**src/design/rp_sig_pkg.sv**
```systemverilog
package rp_sig_pkg;

  localparam int N_CH = 2;  // two analog channels

  // raw ADC word, top 14 bits carry the sample
  localparam int ADC_RAW_W = 16;
  typedef logic [ADC_RAW_W-1:0] adc_raw_t;

  ////////////////////
  // sample format
  localparam int SMP_W = 14;
  typedef logic signed [SMP_W-1:0] smp_t;

  localparam smp_t SMP_MAX = {1'b0, {(SMP_W-1){1'b1}}};  // +8191
  localparam smp_t SMP_MIN = {1'b1, {(SMP_W-1){1'b0}}};  // -8192

  // generator table
  localparam int TBL_DEPTH = 16;
  typedef logic [$clog2(TBL_DEPTH)-1:0] tbl_idx_t;

  // controller gain, fixed point with PID_SHIFT fraction bits
  typedef logic signed [SMP_W-1:0] kp_t;
  localparam int PID_SHIFT = 8;

endpackage

```
**src/design/rp_bus_pkg.sv**
```systemverilog
package rp_bus_pkg;

  // system bus widths
  localparam int SYS_AW = 32;
  localparam int SYS_DW = 32;

  typedef logic [SYS_AW-1:0] sys_addr_t;
  typedef logic [SYS_DW-1:0] sys_data_t;

  ////////////////////
  // region map, addr[22:20] picks one of 8 regions
  localparam int N_REGIONS  = 8;
  localparam int REGION_LSB = 20;

  typedef logic [$clog2(N_REGIONS)-1:0] region_t;
  typedef logic [REGION_LSB-1:0]        offs_t;  // offset inside a region

  localparam region_t REG_HK  = 3'd0;  // housekeeping
  localparam region_t REG_ASG = 3'd1;  // generator
  localparam region_t REG_PID = 3'd2;  // controller, 3..7 unmapped

  ////////////////////
  // register offsets
  localparam offs_t OFS_LOOP    = 20'h0;
  localparam offs_t OFS_LED     = 20'h4;
  localparam offs_t OFS_ASG_CTL = 20'h0;
  localparam offs_t OFS_ASG_TBL = 20'h80;  // bit 6 channel, bits 5:2 entry
  localparam offs_t OFS_SP      = 20'h0;   // bit 4 picks the channel
  localparam offs_t OFS_KP      = 20'h4;

endpackage
```
**src/design/rp_analog_top.sv**
```systemverilog
`timescale 1ns/1ns

module rp_analog_top (
  input  logic                                          adc_clk,
  input  logic                                          reset_i,
  input  rp_sig_pkg::adc_raw_t [rp_sig_pkg::N_CH-1:0]   adc_dat_i,
  input  rp_bus_pkg::sys_addr_t                         sys_addr_i,
  input  rp_bus_pkg::sys_data_t                         sys_wdata_i,
  input  logic                                          sys_wen_i,
  input  logic                                          sys_ren_i,
  output rp_bus_pkg::sys_data_t                         sys_rdata_o,
  output logic                                          sys_err_o,
  output logic                                          sys_ack_o,
  output logic [rp_sig_pkg::SMP_W-1:0]                  dac_a_o,
  output logic [rp_sig_pkg::SMP_W-1:0]                  dac_b_o,
  output logic [7:0]                                    led_o
);

  // bus side
  logic                  hk_wen, hk_ren, asg_wen, asg_ren, pid_wen, pid_ren;
  logic                  hk_ack, asg_ack, pid_ack;
  rp_bus_pkg::offs_t     offs;
  rp_bus_pkg::sys_data_t wdata;
  rp_bus_pkg::sys_data_t hk_rdata, asg_rdata, pid_rdata;

  // data path
  rp_sig_pkg::smp_t adc_smp  [rp_sig_pkg::N_CH];
  rp_sig_pkg::smp_t loop_dat [rp_sig_pkg::N_CH];  // saturated sums
  rp_sig_pkg::smp_t asg_a, asg_b, pid_a, pid_b;
  logic             loop;

  ////////////////////
  sys_bus_decoder u_decoder (
    .adc_clk     (adc_clk),
    .reset_i     (reset_i),
    .sys_addr_i  (sys_addr_i),
    .sys_wdata_i (sys_wdata_i),
    .sys_wen_i   (sys_wen_i),
    .sys_ren_i   (sys_ren_i),
    .hk_rdata_i  (hk_rdata),
    .asg_rdata_i (asg_rdata),
    .pid_rdata_i (pid_rdata),
    .hk_ack_i    (hk_ack),
    .asg_ack_i   (asg_ack),
    .pid_ack_i   (pid_ack),
    .hk_wen_o    (hk_wen),
    .hk_ren_o    (hk_ren),
    .asg_wen_o   (asg_wen),
    .asg_ren_o   (asg_ren),
    .pid_wen_o   (pid_wen),
    .pid_ren_o   (pid_ren),
    .offs_o      (offs),
    .wdata_o     (wdata),
    .sys_rdata_o (sys_rdata_o),
    .sys_err_o   (sys_err_o),
    .sys_ack_o   (sys_ack_o)
  );

  // one front end per channel
  for (genvar ch = 0; ch < rp_sig_pkg::N_CH; ch++)
  begin : g_adc
    adc_frontend u_adc (
      .adc_clk    (adc_clk),
      .reset_i    (reset_i),
      .adc_dat_i  (adc_dat_i[ch]),
      .loop_i     (loop),
      .loop_dat_i (loop_dat[ch]),
      .smp_o      (adc_smp[ch])
    );
  end

  hk_regs u_hk (
    .adc_clk (adc_clk),
    .reset_i (reset_i),
    .wen_i   (hk_wen),
    .ren_i   (hk_ren),
    .offs_i  (offs),
    .wdata_i (wdata),
    .rdata_o (hk_rdata),
    .ack_o   (hk_ack),
    .loop_o  (loop),
    .led_o   (led_o)
  );

  asg_table u_asg (
    .adc_clk (adc_clk),
    .reset_i (reset_i),
    .wen_i   (asg_wen),
    .ren_i   (asg_ren),
    .offs_i  (offs),
    .wdata_i (wdata),
    .rdata_o (asg_rdata),
    .ack_o   (asg_ack),
    .asg_a_o (asg_a),
    .asg_b_o (asg_b)
  );

  p_controller u_pid (
    .adc_clk (adc_clk),
    .reset_i (reset_i),
    .wen_i   (pid_wen),
    .ren_i   (pid_ren),
    .offs_i  (offs),
    .wdata_i (wdata),
    .dat_a_i (adc_smp[0]),
    .dat_b_i (adc_smp[1]),
    .rdata_o (pid_rdata),
    .ack_o   (pid_ack),
    .pid_a_o (pid_a),
    .pid_b_o (pid_b)
  );

  dac_backend u_dac (
    .adc_clk (adc_clk),
    .reset_i (reset_i),
    .asg_a_i (asg_a),
    .asg_b_i (asg_b),
    .pid_a_i (pid_a),
    .pid_b_i (pid_b),
    .sum_a_o (loop_dat[0]),
    .sum_b_o (loop_dat[1]),
    .dac_a_o (dac_a_o),
    .dac_b_o (dac_b_o)
  );

endmodule

```
**src/design/dac_backend.sv**
```systemverilog
`timescale 1ns/1ns

module dac_backend (
  input  logic                         adc_clk,
  input  logic                         reset_i,
  input  rp_sig_pkg::smp_t             asg_a_i,
  input  rp_sig_pkg::smp_t             asg_b_i,
  input  rp_sig_pkg::smp_t             pid_a_i,
  input  rp_sig_pkg::smp_t             pid_b_i,
  output rp_sig_pkg::smp_t             sum_a_o,  // to loopback, unregistered
  output rp_sig_pkg::smp_t             sum_b_o,
  output logic [rp_sig_pkg::SMP_W-1:0] dac_a_o,  // offset code
  output logic [rp_sig_pkg::SMP_W-1:0] dac_b_o
);
  import rp_sig_pkg::*;

  logic signed [SMP_W:0] sum_a;  // one guard bit
  logic signed [SMP_W:0] sum_b;

  // two top bits differ means overflow
  function automatic smp_t clamp(input logic signed [SMP_W:0] s);
    if (s[SMP_W] != s[SMP_W-1])
      return s[SMP_W] ? SMP_MIN : SMP_MAX;
    return s[SMP_W-1:0];
  endfunction

  assign sum_a   = asg_a_i + pid_a_i;
  assign sum_b   = asg_b_i + pid_b_i;
  assign sum_a_o = clamp(sum_a);
  assign sum_b_o = clamp(sum_b);

  ////////////////////
  // output register, back to negative slope offset code
  always_ff @(posedge adc_clk)
  begin
    if (reset_i)
    begin
      dac_a_o <= {1'b0, {(SMP_W-1){1'b1}}};  // 14'h1fff is zero
      dac_b_o <= {1'b0, {(SMP_W-1){1'b1}}};
    end
    else
    begin
      dac_a_o <= {sum_a_o[SMP_W-1], ~sum_a_o[SMP_W-2:0]};
      dac_b_o <= {sum_b_o[SMP_W-1], ~sum_b_o[SMP_W-2:0]};
    end
  end

endmodule

```
**src/design/p_controller.sv**
```systemverilog
`timescale 1ns/1ns

module p_controller (
  input  logic                  adc_clk,
  input  logic                  reset_i,
  input  logic                  wen_i,
  input  logic                  ren_i,
  input  rp_bus_pkg::offs_t     offs_i,
  input  rp_bus_pkg::sys_data_t wdata_i,
  input  rp_sig_pkg::smp_t      dat_a_i,
  input  rp_sig_pkg::smp_t      dat_b_i,
  output rp_bus_pkg::sys_data_t rdata_o,
  output logic                  ack_o,
  output rp_sig_pkg::smp_t      pid_a_o,
  output rp_sig_pkg::smp_t      pid_b_o
);
  import rp_bus_pkg::*;
  import rp_sig_pkg::*;

  smp_t                    sp   [N_CH];  // setpoints
  kp_t                     kp   [N_CH];  // gains
  smp_t                    dat  [N_CH];
  logic signed [SMP_W:0]   err  [N_CH];  // 15 bit, no overflow
  logic signed [2*SMP_W:0] prod [N_CH];
  logic signed [2*SMP_W:0] shf  [N_CH];
  smp_t                    sat  [N_CH];
  logic                    ch_sel;
  offs_t                   reg_ofs;      // offset with channel bit cleared

  assign dat[0] = dat_a_i;
  assign dat[1] = dat_b_i;
  assign ch_sel = offs_i[4];

  always_comb
  begin
    reg_ofs    = offs_i;
    reg_ofs[4] = 1'b0;
  end

  ////////////////////
  // registers, channel b at +0x10
  always_ff @(posedge adc_clk)
  begin
    if (reset_i)
    begin
      for (int ch = 0; ch < N_CH; ch++)
      begin
        sp[ch] <= '0;
        kp[ch] <= '0;
      end
      ack_o <= 1'b0;
    end
    else
    begin
      ack_o <= wen_i | ren_i;
      if (wen_i && reg_ofs == OFS_SP)
        sp[ch_sel] <= smp_t'(wdata_i[SMP_W-1:0]);
      if (wen_i && reg_ofs == OFS_KP)
        kp[ch_sel] <= kp_t'(wdata_i[$bits(kp_t)-1:0]);
    end
  end

  always_ff @(posedge adc_clk)
  begin
    if (ren_i)
    begin
      if (reg_ofs == OFS_SP)
        rdata_o <= {{(SYS_DW-SMP_W){1'b0}}, sp[ch_sel]};
      else if (reg_ofs == OFS_KP)
        rdata_o <= {{(SYS_DW-$bits(kp_t)){1'b0}}, kp[ch_sel]};
      else
        rdata_o <= '0;
    end
  end

  ////////////////////
  // proportional path: kp * (sp - x) >>> 8, then clamp
  always_comb
  begin
    for (int ch = 0; ch < N_CH; ch++)
    begin
      err[ch]  = sp[ch] - dat[ch];
      prod[ch] = err[ch] * kp[ch];
      shf[ch]  = prod[ch] >>> PID_SHIFT;
      if (shf[ch] > SMP_MAX)
        sat[ch] = SMP_MAX;
      else if (shf[ch] < SMP_MIN)
        sat[ch] = SMP_MIN;
      else
        sat[ch] = shf[ch][SMP_W-1:0];
    end
  end

  always_ff @(posedge adc_clk)
  begin
    if (reset_i)
    begin
      pid_a_o <= '0;
      pid_b_o <= '0;
    end
    else
    begin
      pid_a_o <= sat[0];  // one cycle from sample
      pid_b_o <= sat[1];
    end
  end

  // clamping never wraps, output keeps the sign of the product
  a_sign_a: assert property (@(posedge adc_clk) disable iff (reset_i)
    pid_a_o[SMP_W-1] == $past(prod[0][2*SMP_W]));
  a_sign_b: assert property (@(posedge adc_clk) disable iff (reset_i)
    pid_b_o[SMP_W-1] == $past(prod[1][2*SMP_W]));

endmodule

```
**src/design/asg_table.sv**
```systemverilog
`timescale 1ns/1ns

module asg_table (
  input  logic                  adc_clk,
  input  logic                  reset_i,
  input  logic                  wen_i,
  input  logic                  ren_i,
  input  rp_bus_pkg::offs_t     offs_i,
  input  rp_bus_pkg::sys_data_t wdata_i,
  output rp_bus_pkg::sys_data_t rdata_o,
  output logic                  ack_o,
  output rp_sig_pkg::smp_t      asg_a_o,
  output rp_sig_pkg::smp_t      asg_b_o
);
  import rp_bus_pkg::*;
  import rp_sig_pkg::*;

  smp_t            tbl [N_CH][TBL_DEPTH];  // waveform tables
  tbl_idx_t        ptr [N_CH];             // playback pointers
  smp_t            dat [N_CH];             // registered outputs
  logic [N_CH-1:0] ena;                    // bit 0 ch a, bit 1 ch b
  logic            tbl_hit;
  logic            ctl_hit;
  logic            tbl_ch;
  tbl_idx_t        tbl_ent;

  ////////////////////
  // address decode
  assign tbl_hit = (offs_i & ~offs_t'('h7f)) == OFS_ASG_TBL;  // 0x80..0xff
  assign ctl_hit = offs_i == OFS_ASG_CTL;
  assign tbl_ch  = offs_i[6];
  assign tbl_ent = offs_i[5:2];

  // control register and ack
  always_ff @(posedge adc_clk)
  begin
    if (reset_i)
    begin
      ena   <= '0;
      ack_o <= 1'b0;
    end
    else
    begin
      ack_o <= wen_i | ren_i;
      if (wen_i && ctl_hit)
        ena <= wdata_i[N_CH-1:0];
    end
  end

  // table write and readback
  always_ff @(posedge adc_clk)
  begin
    if (wen_i && tbl_hit)
      tbl[tbl_ch][tbl_ent] <= smp_t'(wdata_i[SMP_W-1:0]);
    if (ren_i)
    begin
      if (tbl_hit)
        rdata_o <= {{(SYS_DW-SMP_W){1'b0}}, tbl[tbl_ch][tbl_ent]};
      else if (ctl_hit)
        rdata_o <= sys_data_t'(ena);
      else
        rdata_o <= '0;
    end
  end

  ////////////////////
  // playback, entry 0 shows the cycle after the enable ack
  always_ff @(posedge adc_clk)
  begin
    for (int ch = 0; ch < N_CH; ch++)
    begin
      if (reset_i || !ena[ch])
      begin
        ptr[ch] <= '0;  // disabled channel restarts at 0
        dat[ch] <= '0;
      end
      else
      begin
        dat[ch] <= tbl[ch][ptr[ch]];
        ptr[ch] <= ptr[ch] + 1'b1;  // wraps at 16
      end
    end
  end

  assign asg_a_o = dat[0];
  assign asg_b_o = dat[1];

endmodule

```
**src/design/hk_regs.sv**
```systemverilog
`timescale 1ns/1ns

module hk_regs (
  input  logic                  adc_clk,
  input  logic                  reset_i,
  input  logic                  wen_i,
  input  logic                  ren_i,
  input  rp_bus_pkg::offs_t     offs_i,
  input  rp_bus_pkg::sys_data_t wdata_i,
  output rp_bus_pkg::sys_data_t rdata_o,
  output logic                  ack_o,
  output logic                  loop_o,  // digital loopback
  output logic [7:0]            led_o
);
  import rp_bus_pkg::*;

  ////////////////////
  // control registers
  always_ff @(posedge adc_clk)
  begin
    if (reset_i)
    begin
      loop_o <= 1'b0;
      led_o  <= '0;
      ack_o  <= 1'b0;
    end
    else
    begin
      ack_o <= wen_i | ren_i;  // every access answered next cycle
      if (wen_i)
      begin
        case (offs_i)
          OFS_LOOP: loop_o <= wdata_i[0];
          OFS_LED:  led_o  <= wdata_i[7:0];
          default:  ;  // unknown offset, write dropped
        endcase
      end
    end
  end

  // read data
  always_ff @(posedge adc_clk)
  begin
    if (ren_i)
    begin
      case (offs_i)
        OFS_LOOP: rdata_o <= sys_data_t'(loop_o);
        OFS_LED:  rdata_o <= sys_data_t'(led_o);
        default:  rdata_o <= '0;
      endcase
    end
  end

  // led byte moves only on a write to its own offset
  a_led_write_only: assert property (@(posedge adc_clk) disable iff (reset_i)
    $changed(led_o) |-> $past(wen_i && offs_i == OFS_LED));

endmodule

```
**src/design/adc_frontend.sv**
```systemverilog
`timescale 1ns/1ns

module adc_frontend (
  input  logic                 adc_clk,
  input  logic                 reset_i,
  input  rp_sig_pkg::adc_raw_t adc_dat_i,   // raw word, negative slope
  input  logic                 loop_i,      // digital loopback on
  input  rp_sig_pkg::smp_t     loop_dat_i,  // saturated DAC sum
  output rp_sig_pkg::smp_t     smp_o
);
  import rp_sig_pkg::*;

  logic [SMP_W-1:0] raw_q;  // top 14 bits of the ADC word
  smp_t             conv;

  // input register, low 2 bits dropped
  always_ff @(posedge adc_clk)
  begin
    if (reset_i)
      raw_q <= {1'b0, {(SMP_W-1){1'b1}}};  // midscale code, converts to 0
    else
      raw_q <= adc_dat_i[ADC_RAW_W-1 -: SMP_W];
  end

  // negative slope to two's complement, msb kept
  assign conv = {raw_q[SMP_W-1], ~raw_q[SMP_W-2:0]};

  // loopback bypasses the ADC with no extra cycle
  assign smp_o = loop_i ? loop_dat_i : conv;

endmodule

```
**src/design/sys_bus_decoder.sv**
```systemverilog
`timescale 1ns/1ns

module sys_bus_decoder (
  input  logic                  adc_clk,
  input  logic                  reset_i,
  input  rp_bus_pkg::sys_addr_t sys_addr_i,
  input  rp_bus_pkg::sys_data_t sys_wdata_i,
  input  logic                  sys_wen_i,
  input  logic                  sys_ren_i,
  input  rp_bus_pkg::sys_data_t hk_rdata_i,
  input  rp_bus_pkg::sys_data_t asg_rdata_i,
  input  rp_bus_pkg::sys_data_t pid_rdata_i,
  input  logic                  hk_ack_i,
  input  logic                  asg_ack_i,
  input  logic                  pid_ack_i,
  output logic                  hk_wen_o,
  output logic                  hk_ren_o,
  output logic                  asg_wen_o,
  output logic                  asg_ren_o,
  output logic                  pid_wen_o,
  output logic                  pid_ren_o,
  output rp_bus_pkg::offs_t     offs_o,
  output rp_bus_pkg::sys_data_t wdata_o,
  output rp_bus_pkg::sys_data_t sys_rdata_o,
  output logic                  sys_err_o,
  output logic                  sys_ack_o
);
  import rp_bus_pkg::*;

  region_t region;    // region of the current request
  region_t region_q;  // region held for the read return
  logic    req;
  logic    mapped;
  logic    err_q;     // unmapped access, answered here

  assign region = sys_addr_i[REGION_LSB +: $bits(region_t)];
  assign req    = sys_wen_i | sys_ren_i;
  assign mapped = region inside {REG_HK, REG_ASG, REG_PID};

  ////////////////////
  // strobes to slaves, no register
  assign hk_wen_o  = sys_wen_i & (region == REG_HK);
  assign hk_ren_o  = sys_ren_i & (region == REG_HK);
  assign asg_wen_o = sys_wen_i & (region == REG_ASG);
  assign asg_ren_o = sys_ren_i & (region == REG_ASG);
  assign pid_wen_o = sys_wen_i & (region == REG_PID);
  assign pid_ren_o = sys_ren_i & (region == REG_PID);
  assign offs_o    = sys_addr_i[REGION_LSB-1:0];  // shared offset
  assign wdata_o   = sys_wdata_i;

  always_ff @(posedge adc_clk)
  begin
    if (reset_i)
    begin
      region_q <= '0;
      err_q    <= 1'b0;
    end
    else
    begin
      err_q <= req & ~mapped;  // one cycle, like a slave
      if (req)
        region_q <= region;
    end
  end

  ////////////////////
  // return path
  always_comb
  begin
    case (region_q)
      REG_HK:  sys_rdata_o = hk_rdata_i;
      REG_ASG: sys_rdata_o = asg_rdata_i;
      REG_PID: sys_rdata_o = pid_rdata_i;
      default: sys_rdata_o = '0;  // unmapped reads as zero
    endcase
  end

  assign sys_err_o = err_q;
  assign sys_ack_o = hk_ack_i | asg_ack_i | pid_ack_i | err_q;

  // master never writes and reads in one cycle
  a_wen_ren_excl: assert property (@(posedge adc_clk) disable iff (reset_i)
    !(sys_wen_i && sys_ren_i));

endmodule

```
**config.mk**
```make
export PLATFORM = sky130hd
export DESIGN_NAME = rp_analog_top
export DESIGN_NICKNAME = d
export VERILOG_FILES = /design/src/design/rp_sig_pkg.sv /design/src/design/rp_bus_pkg.sv /design/src/design/rp_analog_top.sv /design/src/design/dac_backend.sv /design/src/design/p_controller.sv /design/src/design/asg_table.sv /design/src/design/hk_regs.sv /design/src/design/adc_frontend.sv /design/src/design/sys_bus_decoder.sv
export SDC_FILE = /design/constraint.sdc
export NUM_CORES = 2
export LEC_CHECK = 0
export BUFFER_PORTS_ARGS = -buffer_cell sky130_fd_sc_hd__buf_2
export CAP_MARGIN = 20
export CORE_ASPECT_RATIO = 1.4
export CORE_MARGIN = 2
export CORE_UTILIZATION = 50
export CTS_BUF_LIST = sky130_fd_sc_hd__clkbuf_4
export DETAILED_ROUTE_END_ITERATION = 12
export PLACE_DENSITY_LB_ADDON = 0.12
export SLEW_MARGIN = 20
export SYNTH_ARGS = -nofsm -noshare
export SYNTH_HDL_FRONTEND = slang
export SYNTH_SLANG_ARGS = --single-unit
```
**constraint.sdc**
```tcl
create_clock -name adc_clk -period 18.07 [get_ports adc_clk]
set_input_delay 0.9035 -clock adc_clk [delete_from_list [all_inputs] [get_ports adc_clk]]
set_output_delay 0.9035 -clock adc_clk [all_outputs]
set_load 0.02 [all_outputs]
```
==> qor.yml <==
layout:
  fin_cells: 5317
  drive_above_1_share: 0.197
  nFillCells: 8100
  fin_area_sq_um: 51500
  layout.nets: 4673
  area_growth_syn_to_layout_pct: 9.15
routing:
  routed_wl_microns: 130000
  post_drt_wl_per_cell_microns: 24.5
  ant_nets: 0
  vias: 30400
  vias_per_cell: 5.72
  dr.pass1.iters: 5
  drtIter0Drc: 2206
  drcViolationCount: 0
yosys:
  yosysWarnings: 0
  ys_seq_area_frac: 0.402
  synth_cell_type_count: 78
  synth-seq-cells: 678
  syn_avg_cell_area_sq_um: 12.5
  synth-edff-count: 540
  synthTopCellsByArea: "edfxtp_1 (34%), fa_1 (18%), mux4_2 (12%)"
  synth_cells: 3768
  async_reset_ff_frac: 0
  synthesis.area_sq_um: 47200
  synth_flop_cell: "edfxtp_1"
  synth_top_area_share: 0.343
  yosysTopAreaCell: "edfxtp_1"
cts:
  post_cts_resized: 0
  postCtsHoldBufs: 9
  cts.path.max_buffers: 3
  clkTransAtPathRegs_ps: 70
  cts_setup_buffers: 0
  h-tree-depth: 4
  cts-root-buf: "clkbuf_4"
  cts_sinks: 678
  cts_made_buffers: 166
  cts_tree: "built"
  clk_latency_ps: 1070
global_route:
  grt_pass1_vias: 32600
  overflow: 0
  antenna_found_initial: 13
  grt_pass1_wl_microns: 196000
  grt_usage: 0.276
  grt_max_degree: 61
worst_hold_path:
  hp-class: "input pin to flip-flop"
  min_path_cells: 2
timing:
  slew_headroom: 0.217
  fin_ws_ps: 5960
  rsz0062_at_grt: "false"
  setup_viol: 0
  post-route-period-util: 0.670
  slew_viol_final: 0
  fin_skew_ps: 90.6
  fmax_ghz: 0.0826
  worst_slew_pin_slew_ps: 1170
  finalHoldViolCount: 0
  finalSetupTns_ps: 0
  min_period_ps: 12110
placement:
  dp_cells: 5005
  pre_cts_slack_ps: 6040
  routabilityCongestion: 0.903
  place_area_sq_um: 49300
  numPortBuffers: 120
  post-dp-hpwl_microns: 94800
critical_path:
  arrival_ps: 12930
  crit_path_end_kind: "flip-flop"
  r2r_cells: 48
  crit_type: "flip-flop to flip-flop"
  crit_fanout: 18
  cp.required_ps: 18890
  slowest_stage: "o41a_1"
  cpPeakStageDelay_ps: 660
  start_kind: "flip-flop"
die:
  num_rows: 133
  initial_core_util: 0.504
  chipHeight_microns: 368
  design.core.area_sq_um: 93700
  die-area_sq_um: 96900
  die_w_microns: 264
  top_level_ports: 170
run:
  max_cap_viol_count: 0
outcome:
  status: "complete, no violations"
-- per-stage QoR --
stage | utilization | hold slack (ps)
2_1_floorplan | - | 482
3_3_place_gp | 0.526 | 528
3_5_place_dp | 0.526 | 538
4_1_cts | 0.550 | 2.36
5_1_grt | 0.550 | 20.0
6_report | 0.550 | 92.6
-- synth_stat cells (9+ instances only) --
library cell and instances:
or2_2 36, o21ai_0 54, fa_1 416, buf_1 24
ha_1 190, clkbuf_1 147, nand2b_1 27, mux4_2 253
nor3_1 33, nand3_1 19, dfxtp_1 138, xor2_1 46
a21o_1 22, edfxtp_1 540, o22ai_1 64, o21ai_2 11
nor2_1 197, a21oi_1 69, nand2_1 232, o21ai_1 22
xnor2_1 55, buf_4 21, nor2b_1 83, a21oi_2 9
mux2i_1 110, and2_1 254, a31oi_1 12, inv_1 559
-- final timing paths --
kind / slack, ps / start / endpoint
min: 90 / adc_dat_i[3] / g_adc[0].u_adc.raw_q[1]$_SDFF_PP1_
min reg2reg: 540 / u_asg.ena[0]$_SDFFE_PP0P_ / u_asg.ena[0]$_SDFFE_PP0P_
max: 5960 / u_asg.dat[1][0]$_SDFF_PP0_ / u_pid.pid_b_o[12]$_SDFF_PP0_
max reg2reg: 5960 / u_asg.dat[1][0]$_SDFF_PP0_ / u_pid.pid_b_o[12]$_SDFF_PP0_
-- area by class of cell --
cell class | instances | area, sq um | share of cell area
Sequential cell | 678 | 19000 | 0.368
Clock buffer | 241 | 1810 | 0.0351
Inverter | 559 | 2100 | 0.0407
Antenna cell | 10 | 25.0 | 0.000485
Timing Repair Buffer | 207 | 1290 | 0.0250
Multi-Input combinational cell | 2355 | 25500 | 0.495
Tap cell | 1215 | 1520 | 0.0295
Clock inverter | 52 | 310 | 0.00602
-- sequential cells by signal, summed over array words and instances, names as in the netlist, 2 cells and up --
name / flops
u_pid.sp: 28
u_hk.rdata_o: 8
u_pid.rdata_o: 14
u_pid.pid_a_o: 14
g_adc.u_adc.raw_q: 28
u_asg.dat: 28
u_dac.dac_b_o: 14
u_pid.pid_b_o: 14
u_decoder.region_q: 3
u_asg.ena: 2
u_asg.rdata_o: 14
u_pid.kp: 28
u_asg.tbl: 448
u_dac.dac_a_o: 14
u_hk.led_o: 8
u_asg.ptr: 8
-- critical path, delay by kind of cell (launching register included) --
kind / cells / cell delay (ps)
adder cells (fa/ha/maj): 10 / 4320
buffers and inverters: 7 / 720
AO/OA/AOI/OAI: 23 / 5210
AND/OR/NAND/NOR: 6 / 1100
flip-flops: 1 / 300
XOR/XNOR: 2 / 220
-- cell families (layout without fill, tap and decap cells) --
family	Yosys count	after routing	share of synthesized area
muxes	366	366	0.145
DFF	678	678	0.402
and+or+nand+nor	928	928	0.0999
adders and majority gates	610	610	0.228
AOI/OAI and AO/OA	332	332	0.0455
xor gates and xnor gates	101	101	0.0187
other	1	28	0.0000794
buffers and inverters	752	1059	0.0616
-- placed cells by master, fill, tap and decap left out, types with 117 or more instances in the layout --
cell type / netlist / final
inv_1: 559 / 559
nor2_1: 197 / 192
nand2_1: 232 / 232
fa_1: 416 / 416
edfxtp_1: 540 / 540
buf_2: 0 / 117
dfxtp_1: 138 / 134
mux4_2: 253 / 253
clkbuf_4: 0 / 241
and2_1: 254 / 254
ha_1: 190 / 190
-- routing by layer --
layer / wire length, microns / GRT usage / vias up / part of all wire
met5: 27 / 0 / - / 0.00021
met4: 4800 / 0.105 / 4 / 0.037
met3: 8890 / 0.0514 / 240 / 0.068
met2: 67800 / 0.492 / 1090 / 0.52
met1: 48600 / 0.332 / 15700 / 0.37
li1: - / - / 13400 / -
Power is left out: the tool's default activity adds up to more than one toggle a clock period on the data nets, which glitch-free logic cannot reach.
